==> src/common/ctrl_pkg.sv <==
`default_nettype none

package ctrl_pkg;

    // operation handed to execute
    typedef enum logic [3:0] {
        ALU_ADD,
        ALU_SUB,
        ALU_AND,
        ALU_OR,
        ALU_XOR,
        ALU_NOR,
        ALU_SLT,
        ALU_SLL,
        ALU_SRL
    } alu_op_e;

    typedef enum logic [1:0] {
        COND_NONE,
        COND_EQ,
        COND_NE
    } cond_e;

    // how operands, destination and redirect are routed
    typedef enum logic [2:0] {
        CLS_R,
        CLS_SHIFT,
        CLS_IMM_S,
        CLS_IMM_Z,
        CLS_LUI,
        CLS_BRANCH,
        CLS_JUMP,
        CLS_JR
    } instr_class_e;

endpackage

`default_nettype wire

==> src/common/isa_pkg.sv <==
`default_nettype none

package isa_pkg;

    localparam int XLEN       = 32;
    localparam int REG_ADDR_W = 5;
    localparam int IMM_W      = 16;
    localparam int SHAMT_W    = 5;
    localparam int J_INDEX_W  = 26;
    localparam int OPCODE_W   = 6;
    localparam int FUNCT_W    = 6;

    // return address register for jal
    localparam logic [REG_ADDR_W-1:0] LINK_REG = 5'd31;

    typedef enum logic [OPCODE_W-1:0] {
        R_TYPE  = 6'h00,
        OP_J    = 6'h02,
        OP_JAL  = 6'h03,
        OP_BEQ  = 6'h04,
        OP_BNE  = 6'h05,
        OP_ADDI = 6'h08,
        OP_SLTI = 6'h0a,
        OP_ANDI = 6'h0c,
        OP_ORI  = 6'h0d,
        OP_XORI = 6'h0e,
        OP_LUI  = 6'h0f,
        OP_LW   = 6'h23,
        OP_SW   = 6'h2b
    } opcode_e;

    // only meaningful when opcode is R_TYPE
    typedef enum logic [FUNCT_W-1:0] {
        FN_SLL = 6'h00,
        FN_SRL = 6'h02,
        FN_JR  = 6'h08,
        FN_ADD = 6'h20,
        FN_SUB = 6'h22,
        FN_AND = 6'h24,
        FN_OR  = 6'h25,
        FN_XOR = 6'h26,
        FN_NOR = 6'h27,
        FN_SLT = 6'h2a
    } funct_e;

endpackage

`default_nettype wire
==> src/hdl/id_stage.sv <==
`default_nettype none
`timescale 1ns/1ps

module id_stage (
    input  logic                           clk,
    input  logic                           rst_n,
    input  logic                           id_valid,
    input  logic [isa_pkg::XLEN-1:0]       id_instruction,
    input  logic [isa_pkg::XLEN-1:0]       id_pc,
    input  logic                           wb_write_enable,
    input  logic [isa_pkg::REG_ADDR_W-1:0] wb_dest_idx,
    input  logic [isa_pkg::XLEN-1:0]       wb_data,
    input  logic                           ex_stall,
    output logic                           pc_redirect,
    output logic [isa_pkg::XLEN-1:0]       pc_target,
    output logic                           ex_valid,
    output logic                           ex_write_enable,
    output logic                           ex_mem_read,
    output logic                           ex_mem_write,
    output ctrl_pkg::alu_op_e              ex_alu_op,
    output logic [isa_pkg::XLEN-1:0]       ex_operand_1,
    output logic [isa_pkg::XLEN-1:0]       ex_operand_2,
    output logic [isa_pkg::XLEN-1:0]       ex_store_data,
    output logic [isa_pkg::REG_ADDR_W-1:0] ex_dest_idx
);
    import isa_pkg::*;
    import ctrl_pkg::*;

    // decoder outputs
    alu_op_e      decoder_alu_op;
    instr_class_e decoder_instr_class;
    cond_e        decoder_cond;
    logic         decoder_is_jal;
    logic         decoder_write_enable;
    logic         decoder_mem_read;
    logic         decoder_mem_write;
    logic         decoder_illegal;

    logic [XLEN-1:0]       reg_file_rs_data;
    logic [XLEN-1:0]       reg_file_rt_data;
    logic [XLEN-1:0]       select_operand_1;
    logic [XLEN-1:0]       select_operand_2;
    logic [REG_ADDR_W-1:0] select_dest_idx;

    instr_decoder instr_decoder (
        .id_instruction (id_instruction),
        .alu_op         (decoder_alu_op),
        .instr_class    (decoder_instr_class),
        .cond           (decoder_cond),
        .is_jal         (decoder_is_jal),
        .write_enable   (decoder_write_enable),
        .mem_read       (decoder_mem_read),
        .mem_write      (decoder_mem_write),
        .illegal        (decoder_illegal)
    );

    // rs at [25:21], rt at [20:16]
    reg_file reg_file (
        .clk             (clk),
        .rst_n           (rst_n),
        .rs_idx          (id_instruction[25:21]),
        .rt_idx          (id_instruction[20:16]),
        .wb_write_enable (wb_write_enable),
        .wb_dest_idx     (wb_dest_idx),
        .wb_data         (wb_data),
        .rs_data         (reg_file_rs_data),
        .rt_data         (reg_file_rt_data)
    );

    operand_select operand_select (
        .instr_class    (decoder_instr_class),
        .cond           (decoder_cond),
        .is_jal         (decoder_is_jal),
        .illegal        (decoder_illegal),
        .id_valid       (id_valid),
        .id_instruction (id_instruction),
        .id_pc          (id_pc),
        .rs_data        (reg_file_rs_data),
        .rt_data        (reg_file_rt_data),
        .operand_1      (select_operand_1),
        .operand_2      (select_operand_2),
        .dest_idx       (select_dest_idx),
        .pc_redirect    (pc_redirect),
        .pc_target      (pc_target)
    );

    id_ex_reg id_ex_reg (
        .clk             (clk),
        .rst_n           (rst_n),
        .ex_stall        (ex_stall),
        .id_valid        (id_valid),
        .illegal         (decoder_illegal),
        .alu_op          (decoder_alu_op),
        .write_enable    (decoder_write_enable),
        .mem_read        (decoder_mem_read),
        .mem_write       (decoder_mem_write),
        .operand_1       (select_operand_1),
        .operand_2       (select_operand_2),
        .store_data      (reg_file_rt_data),
        .dest_idx        (select_dest_idx),
        .ex_valid        (ex_valid),
        .ex_write_enable (ex_write_enable),
        .ex_mem_read     (ex_mem_read),
        .ex_mem_write    (ex_mem_write),
        .ex_alu_op       (ex_alu_op),
        .ex_operand_1    (ex_operand_1),
        .ex_operand_2    (ex_operand_2),
        .ex_store_data   (ex_store_data),
        .ex_dest_idx     (ex_dest_idx)
    );

endmodule

`default_nettype wire

==> src/hdl/id_ex_reg.sv <==
`default_nettype none
`timescale 1ns/1ps

module id_ex_reg (
    input  logic                           clk,
    input  logic                           rst_n,
    input  logic                           ex_stall,
    input  logic                           id_valid,
    input  logic                           illegal,
    input  ctrl_pkg::alu_op_e              alu_op,
    input  logic                           write_enable,
    input  logic                           mem_read,
    input  logic                           mem_write,
    input  logic [isa_pkg::XLEN-1:0]       operand_1,
    input  logic [isa_pkg::XLEN-1:0]       operand_2,
    input  logic [isa_pkg::XLEN-1:0]       store_data,
    input  logic [isa_pkg::REG_ADDR_W-1:0] dest_idx,
    output logic                           ex_valid,
    output logic                           ex_write_enable,
    output logic                           ex_mem_read,
    output logic                           ex_mem_write,
    output ctrl_pkg::alu_op_e              ex_alu_op,
    output logic [isa_pkg::XLEN-1:0]       ex_operand_1,
    output logic [isa_pkg::XLEN-1:0]       ex_operand_2,
    output logic [isa_pkg::XLEN-1:0]       ex_store_data,
    output logic [isa_pkg::REG_ADDR_W-1:0] ex_dest_idx
);

    logic load_live;

    // bubble when the slot is empty or the code is illegal
    assign load_live = id_valid && !illegal;

    always_ff @(posedge clk or negedge rst_n) begin
        if (!rst_n) begin
            ex_valid        <= 1'b0;
            ex_write_enable <= 1'b0;
            ex_mem_read     <= 1'b0;
            ex_mem_write    <= 1'b0;
        end else if (!ex_stall) begin
            ex_valid        <= load_live;
            ex_write_enable <= load_live && write_enable;
            ex_mem_read     <= load_live && mem_read;
            ex_mem_write    <= load_live && mem_write;
        end
    end

    always_ff @(posedge clk) begin
        if (!ex_stall) begin
            ex_alu_op     <= alu_op;
            ex_operand_1  <= operand_1;
            ex_operand_2  <= operand_2;
            ex_store_data <= store_data;
            ex_dest_idx   <= dest_idx;
        end
    end

endmodule

`default_nettype wire

==> src/hdl/reg_file.sv <==
`default_nettype none
`timescale 1ns/1ps

module reg_file (
    input  logic                           clk,
    input  logic                           rst_n,
    input  logic [isa_pkg::REG_ADDR_W-1:0] rs_idx,
    input  logic [isa_pkg::REG_ADDR_W-1:0] rt_idx,
    input  logic                           wb_write_enable,
    input  logic [isa_pkg::REG_ADDR_W-1:0] wb_dest_idx,
    input  logic [isa_pkg::XLEN-1:0]       wb_data,
    output logic [isa_pkg::XLEN-1:0]       rs_data,
    output logic [isa_pkg::XLEN-1:0]       rt_data
);
    import isa_pkg::*;

    localparam int REG_COUNT = 1 << REG_ADDR_W;

    // register 0 has no storage
    logic [XLEN-1:0] regs [1:REG_COUNT-1];
    logic            wb_active;

    assign wb_active = wb_write_enable && (wb_dest_idx != '0);

    always_ff @(posedge clk or negedge rst_n) begin
        if (!rst_n) begin
            for (int i = 1; i < REG_COUNT; i++) begin
                regs[i] <= '0;
            end
        end else if (wb_active) begin
            regs[wb_dest_idx] <= wb_data;
        end
    end

    function automatic logic [XLEN-1:0] read_port(input logic [REG_ADDR_W-1:0] idx);
        logic [XLEN-1:0] value;
        if (idx == '0) begin
            value = '0;
        end else if (wb_active && idx == wb_dest_idx) begin
            // write-back lands this cycle
            value = wb_data;
        end else begin
            value = regs[idx];
        end
        return value;
    endfunction

    always_comb begin
        rs_data = read_port(rs_idx);
        rt_data = read_port(rt_idx);
    end

endmodule

`default_nettype wire

==> src/decode/operand_select.sv <==
`default_nettype none
`timescale 1ns/1ps

module operand_select (
    input  ctrl_pkg::instr_class_e         instr_class,
    input  ctrl_pkg::cond_e                cond,
    input  logic                           is_jal,
    input  logic                           illegal,
    input  logic                           id_valid,
    input  logic [isa_pkg::XLEN-1:0]       id_instruction,
    input  logic [isa_pkg::XLEN-1:0]       id_pc,
    input  logic [isa_pkg::XLEN-1:0]       rs_data,
    input  logic [isa_pkg::XLEN-1:0]       rt_data,
    output logic [isa_pkg::XLEN-1:0]       operand_1,
    output logic [isa_pkg::XLEN-1:0]       operand_2,
    output logic [isa_pkg::REG_ADDR_W-1:0] dest_idx,
    output logic                           pc_redirect,
    output logic [isa_pkg::XLEN-1:0]       pc_target
);
    import isa_pkg::*;
    import ctrl_pkg::*;

    logic [REG_ADDR_W-1:0] rt_idx;
    logic [REG_ADDR_W-1:0] rd_idx;
    logic [SHAMT_W-1:0]    shamt;
    logic [IMM_W-1:0]      imm;
    logic [J_INDEX_W-1:0]  j_index;
    logic [XLEN-1:0]       imm_sext;
    logic [XLEN-1:0]       imm_zext;
    logic [XLEN-1:0]       pc_plus_4;
    logic [XLEN-1:0]       branch_target;
    logic [XLEN-1:0]       jump_target;
    logic                  operands_equal;
    logic                  taken;

    assign rt_idx  = id_instruction[20:16];
    assign rd_idx  = id_instruction[15:11];
    assign shamt   = id_instruction[10:6];
    assign imm     = id_instruction[IMM_W-1:0];
    assign j_index = id_instruction[J_INDEX_W-1:0];

    assign imm_sext      = {{(XLEN-IMM_W){imm[IMM_W-1]}}, imm};
    assign imm_zext      = {{(XLEN-IMM_W){1'b0}}, imm};
    assign pc_plus_4     = id_pc + XLEN'(4);
    assign branch_target = pc_plus_4 + {imm_sext[XLEN-3:0], 2'b00};
    // top nibble comes from the next sequential pc
    assign jump_target   = {pc_plus_4[XLEN-1:XLEN-4], j_index, 2'b00};

    always_comb begin
        operand_1 = rs_data;
        operand_2 = rt_data;
        dest_idx  = rt_idx;
        case (instr_class)
            CLS_R: dest_idx = rd_idx;
            CLS_SHIFT: begin
                operand_1 = rt_data;
                operand_2 = {{(XLEN-SHAMT_W){1'b0}}, shamt};
                dest_idx  = rd_idx;
            end
            CLS_IMM_S: operand_2 = imm_sext;
            CLS_IMM_Z: operand_2 = imm_zext;
            CLS_LUI: begin
                operand_1 = '0;
                operand_2 = {imm, {(XLEN-IMM_W){1'b0}}};
            end
            // execute adds these into the link value
            CLS_JUMP: begin
                operand_1 = id_pc;
                operand_2 = XLEN'(4);
                dest_idx  = is_jal ? LINK_REG : '0;
            end
            default: ;
        endcase
    end

    assign operands_equal = (rs_data == rt_data);

    always_comb begin
        taken     = 1'b0;
        pc_target = branch_target;
        case (instr_class)
            CLS_BRANCH: begin
                taken = (cond == COND_EQ && operands_equal)
                     || (cond == COND_NE && !operands_equal);
            end
            CLS_JUMP: begin
                taken     = 1'b1;
                pc_target = jump_target;
            end
            CLS_JR: begin
                taken     = 1'b1;
                pc_target = rs_data;
            end
            default: ;
        endcase
    end

    // empty slot or illegal code never redirects
    assign pc_redirect = id_valid && !illegal && taken;

endmodule

`default_nettype wire

==> src/decode/instr_decoder.sv <==
`default_nettype none
`timescale 1ns/1ps

module instr_decoder (
    input  logic [isa_pkg::XLEN-1:0] id_instruction,
    output ctrl_pkg::alu_op_e        alu_op,
    output ctrl_pkg::instr_class_e   instr_class,
    output ctrl_pkg::cond_e          cond,
    output logic                     is_jal,
    output logic                     write_enable,
    output logic                     mem_read,
    output logic                     mem_write,
    output logic                     illegal
);
    import isa_pkg::*;
    import ctrl_pkg::*;

    opcode_e opcode;
    funct_e  funct;

    assign opcode = opcode_e'(id_instruction[XLEN-1:XLEN-OPCODE_W]);
    assign funct  = funct_e'(id_instruction[FUNCT_W-1:0]);

    always_comb begin
        alu_op       = ALU_ADD;
        instr_class  = CLS_R;
        cond         = COND_NONE;
        is_jal       = 1'b0;
        write_enable = 1'b0;
        mem_read     = 1'b0;
        mem_write    = 1'b0;
        illegal      = 1'b0;

        case (opcode)
            R_TYPE: begin
                write_enable = 1'b1;
                case (funct)
                    FN_ADD: alu_op = ALU_ADD;
                    FN_SUB: alu_op = ALU_SUB;
                    FN_AND: alu_op = ALU_AND;
                    FN_OR:  alu_op = ALU_OR;
                    FN_XOR: alu_op = ALU_XOR;
                    FN_NOR: alu_op = ALU_NOR;
                    FN_SLT: alu_op = ALU_SLT;
                    FN_SLL: begin
                        alu_op      = ALU_SLL;
                        instr_class = CLS_SHIFT;
                    end
                    FN_SRL: begin
                        alu_op      = ALU_SRL;
                        instr_class = CLS_SHIFT;
                    end
                    FN_JR: begin
                        instr_class  = CLS_JR;
                        write_enable = 1'b0;
                    end
                    default: begin
                        illegal      = 1'b1;
                        write_enable = 1'b0;
                    end
                endcase
            end
            OP_ADDI: begin
                instr_class  = CLS_IMM_S;
                write_enable = 1'b1;
            end
            OP_SLTI: begin
                alu_op       = ALU_SLT;
                instr_class  = CLS_IMM_S;
                write_enable = 1'b1;
            end
            OP_ANDI: begin
                alu_op       = ALU_AND;
                instr_class  = CLS_IMM_Z;
                write_enable = 1'b1;
            end
            OP_ORI: begin
                alu_op       = ALU_OR;
                instr_class  = CLS_IMM_Z;
                write_enable = 1'b1;
            end
            OP_XORI: begin
                alu_op       = ALU_XOR;
                instr_class  = CLS_IMM_Z;
                write_enable = 1'b1;
            end
            // zero or'ed with the shifted immediate
            OP_LUI: begin
                alu_op       = ALU_OR;
                instr_class  = CLS_LUI;
                write_enable = 1'b1;
            end
            OP_LW: begin
                instr_class  = CLS_IMM_S;
                write_enable = 1'b1;
                mem_read     = 1'b1;
            end
            OP_SW: begin
                instr_class = CLS_IMM_S;
                mem_write   = 1'b1;
            end
            OP_BEQ: begin
                alu_op      = ALU_SUB;
                instr_class = CLS_BRANCH;
                cond        = COND_EQ;
            end
            OP_BNE: begin
                alu_op      = ALU_SUB;
                instr_class = CLS_BRANCH;
                cond        = COND_NE;
            end
            OP_J: instr_class = CLS_JUMP;
            // link value is pc plus 4, formed in execute
            OP_JAL: begin
                instr_class  = CLS_JUMP;
                is_jal       = 1'b1;
                write_enable = 1'b1;
            end
            default: illegal = 1'b1;
        endcase
    end

endmodule

`default_nettype wire

==> config.mk <==
export PLATFORM = sky130hd
export DESIGN_NAME = id_stage
export DESIGN_NICKNAME = d
export VERILOG_FILES = /design/src/common/ctrl_pkg.sv /design/src/common/isa_pkg.sv /design/src/hdl/id_stage.sv /design/src/hdl/id_ex_reg.sv /design/src/hdl/reg_file.sv /design/src/decode/operand_select.sv /design/src/decode/instr_decoder.sv
export SDC_FILE = /design/constraint.sdc
export NUM_CORES = 2
export LEC_CHECK = 0
export ABC_AREA = 0
export BUFFER_PORTS_ARGS = -buffer_cell sky130_fd_sc_hd__buf_4
export CAP_MARGIN = 20
export CORE_ASPECT_RATIO = 2
export CORE_MARGIN = 2
export CORE_UTILIZATION = 40
export DETAILED_ROUTE_END_ITERATION = 10
export HOLD_SLACK_MARGIN = 0.02
export SLEW_MARGIN = 20
export SYNTH_ARGS = -nofsm -noshare
export SYNTH_HDL_FRONTEND = slang
export SYNTH_SLANG_ARGS = --single-unit
==> constraint.sdc <==
create_clock -name clk -period 6.4 [get_ports clk]
set_input_delay 1.28 -clock clk [delete_from_list [all_inputs] [get_ports clk]]
set_output_delay 1.28 -clock clk [all_outputs]
set_load 0.01 [all_outputs]
==> reports/metrics.csv <==
stage,metric,value,unit
status,status,"finished, final reports clean",
worst_setup_path,cpPeakStageDelay,0.51,ns
synthesis,synth_area_leaders,"dfrtp_1 41%, mux2_2 21%, mux4_2 9.5%, mux2i_1 5.3%, edfxtp_1 5.2%",
die,die-area,0.1561,mm2
synthesis,synth.largest_area_cell,dfrtp_1,
drt,highest_layer,met5,
placement,place_hpwl,162400,um
min_path,min-delay-path-class,flip-flop to flip-flop,
flow_run,max_cap_viol_count,0,
timing,setup_viol,0,
power,p_comb_share,24.8,%
clocking,clock-sinks,1101,
min_path,min_path_cells,2,
global_route,grt-ovfl-total,0,
timing,fmax,157.7,MHz
synthesis,yosys_warnings,0,
worst_setup_path,worstPathRequired,5.12,ns
power,seqPwrFrac,45.0,%
worst_setup_path,crit_buf_inv,5,
worst_setup_path,critical_path.startpoint_type,input pin,
global_route,grt_antenna_before_repair,15,
die,die_h,556.7,um
global_route,grt_pass1_wl,334500,um
die,ios,248,
timing,finalCritPeriodShare,99.11,%
worst_setup_path,worstPathArrival,5.06,ns
power,swShare,30.03,%
drt,ant_nets,0,
worst_setup_path,crit_fanout,27,
synthesis,async_reset_ff_share,90.46,%
power,ir_worst_vdd,212.1,uV
drt,drc,0,
worst_setup_path,cpMaxStageDelayCell,nor4_4,
placement,globalplace.congestion,1.010,
clocking,htreeDepth,3,
timing,finalMaxSlewViolations,0,
synthesis,synth_edf_count,105,
worst_setup_path,path_cells,buf_6 > buf_12 > mux4_2 > a22o_1 > a221oi_1 > buf_4 > a41o_1 > inv_1 > xnor2_1 > nand4_1 > nor4_4 > nand4_1 > o211ai_1 > buf_4,
synthesis,synth_cells,4616,
die,start_util,40.29,%
worst_setup_path,cp.depth,14,
synthesis,synth_flop_cell,dfrtp_1,
global_route,grt_max_degree,180,
timing,skew,0.04498,ns
worst_setup_path,path_class,input pin to output pin,
placement,io_buffers,247,
worst_setup_path,r2r_cells,7,
die,core-area,0.1516,mm2
power,p_int,14.55,mW
drt,wirelength,235400,um
global_route,grt_usage,29.90,%
global_route,grt_pass1_vias,47060,
drt,vias_per_cell,6.511,
placement,placed_cells,6708,
clocking,clk_pin_slew,0.07,ns
clocking,cts_root_buf,clkbuf_16,
drt,wl_met1,79020,um
synthesis,synth_area_per_cell,13.24,um2
timing,finalCriticalPeriod,6.343,ns
layout,drive_gt1_share,45.63,%
drt,wl_per_cell,34.15,um
synthesis,ys_top_cells_by_count,"1,117 x mux2_2, 996 x dfrtp_1, 323 x mux2i_1",
drt,drt_iter0_drc,3716,
synthesis,synth_fp_nets,4753,
die,fp.dieW,280.3,um
power,clock_power_share,30.2,%
worst_setup_path,endpoint_kind,output pin,
drt,wl_met2,116600,um
power,p_per_area,294.7,mW/mm2
clocking,worstSkewPairLatency,0.75,ns
timing,rsz0062_at_grt,false,
layout,fin_cells,6894,
timing,max_slew_margin,15.59,%
layout,finish.instance_area,0.07056,mm2
clocking,cts_tree,built,
drt,vias,44890,
clocking,numCtsBuffers,96,
synthesis,seq_area_frac_synth,45.96,%
synthesis,synth_top_cell_area_share,40.80,%
timing,hold_viol,0,
drt,first_pass_iters,6,
worst_setup_path,crit_family,simple AND/OR/NAND/NOR gates,
placement,placedInstanceArea,0.06706,mm2
layout,synthToLayoutAreaGrowth,15.49,%
layout,nets,5006,
timing,tightest_slew,1.263,ns
synthesis,yosysMostFrequentCell,mux2_2,
synthesis,syn-cell-area,0.06109,mm2
power,total_leakage_power,30.65,nW
die,rows,202,
drt,wl_met3,15650,um
clocking,cts_max_path_buffers,3,
power,p_switching,6.245,mW
synthesis,ys_types,86,
synthesis,yosys_register_bits,1101,
[cell families after synthesis]
family	Yosys count	synth area share [%]
AOI/OAI and AO/OA	711	8.737
xor gates and xnor gates	91	1.305
adders and majority gates	31	0.6472
buffers and inverters	502	3.887
DFF	1101	45.96
muxes	1702	35.50
and+or+nand+nor	478	3.971
[routing by layer]
| metal | track usage (%) | vias to the layer above |
|---|---|---|
| met5 | 0 | - |
| met4 | 25.65 | 12 |
| met3 | 5.335 | 935 |
| met2 | 51.49 | 2233 |
| met1 | 31.39 | 23430 |
| li1 | - | 18280 |
[area by class of cell]
| cell class | instances | area [um2] |
|---|---|---|
| diodes | 10 | 25.02 |
| clock buffers | 130 | 2723 |
| clock inverters | 45 | 551.8 |
| fillers | 13610 | 81090 |
| inverters | 38 | 145.1 |
| multi-input cells | 3013 | 31070 |
| flip-flops and latches | 1101 | 28080 |
| well taps | 1938 | 2425 |
| repair buffers | 619 | 5535 |
[registers in the layout, summed over array words and instances, names as in the netlist]
signal and cells:
id_ex_reg.ex_operand_1 32, id_ex_reg.ex_write_enable 1, reg_file.regs 992, id_ex_reg.ex_mem_read 1
id_ex_reg.ex_dest_idx 5, id_ex_reg.ex_alu_op 4, id_ex_reg.ex_store_data 32, id_ex_reg.ex_valid 1
id_ex_reg.ex_operand_2 32, id_ex_reg.ex_mem_write 1
[tightest hold or removal path: cells and delay by family (launching register included)]
| kind | cells | cell delay (ns) |
|---|---|---|
| AOI/OAI and AO/OA | 1 | 0.06 |
| DFF | 1 | 0.35 |
| and+or+nand+nor | 1 | 0.05 |
[repair_timing]
action                                  4_1_cts  5_1_grt
pin swaps                                     6        8
endpoints found under the setup margin        4        8
resized for setup                            16       23
gates cloned                                  0        0
buffers inserted                              1        1
hold buffers                                  0        0
[power by group through the flow]
stage	sequential, mW	clock [mW]	combinational [mW]
3_3_place_gp	9.35	0	4.98
4_1_cts	9.32	6.36	5.10
3_5_place_dp	9.45	0	5.06
5_1_grt	9.50	6.60	5.42
6_report	9.36	6.29	5.15
2_1_floorplan	9.19	0	3.23
[worst paths after layout]
check | startpoint | to | slack [ns]
setup / recovery | id_instruction[18] | pc_redirect | 0.06
hold / removal | id_ex_reg.ex_write_enable | id_ex_reg.ex_write_enable | 0.50
setup reg to reg | reg_file.regs[575] | id_ex_reg.ex_operand_1[31] | 3.65
hold reg to reg | id_ex_reg.ex_write_enable | id_ex_reg.ex_write_enable | 0.50
max in group asynchronous | rst_n | reg_file.regs[473] | 4.30
min in group asynchronous | rst_n | reg_file.regs[585] | 0.53
[per-stage QoR]
step           util [%]  setup TNS (ns)  hold WS, ns  power, mW  worst slack, ns
5_1_grt           46.51               0       0.5262      21.52         0.008078
4_1_cts           46.44               0       0.4947      20.78          0.01516
3_5_place_dp      44.22         -0.5608       0.4780      14.52          -0.3222
6_report          46.53               0       0.4969      20.79          0.05690
2_1_floorplan         -               0       0.4905      12.42           0.4603
3_3_place_gp      44.22          -1.064       0.4715      14.33          -0.3637
[layout by cell type (no fill, tap or decap), types with 19 or more instances in the layout]
cell and count:
a21oi_1 53, a221o_1 41, a221oi_1 84, a22o_1 86
a22oi_1 81, a31oi_1 29, buf_12 64, buf_4 543
clkbuf_16 98, dfrtp_1 996, edfxtp_1 105, ha_1 30
inv_1 37, mux2_2 1117, mux2i_1 323, mux4_2 258
nand2_1 95, nand3_1 29, nand4_1 19, nor2_1 81
nor3_1 93, o21ai_0 66, o22ai_1 156, or3_1 31
xnor2_1 69, xor2_1 21
(Power assumes the default switching activity.)
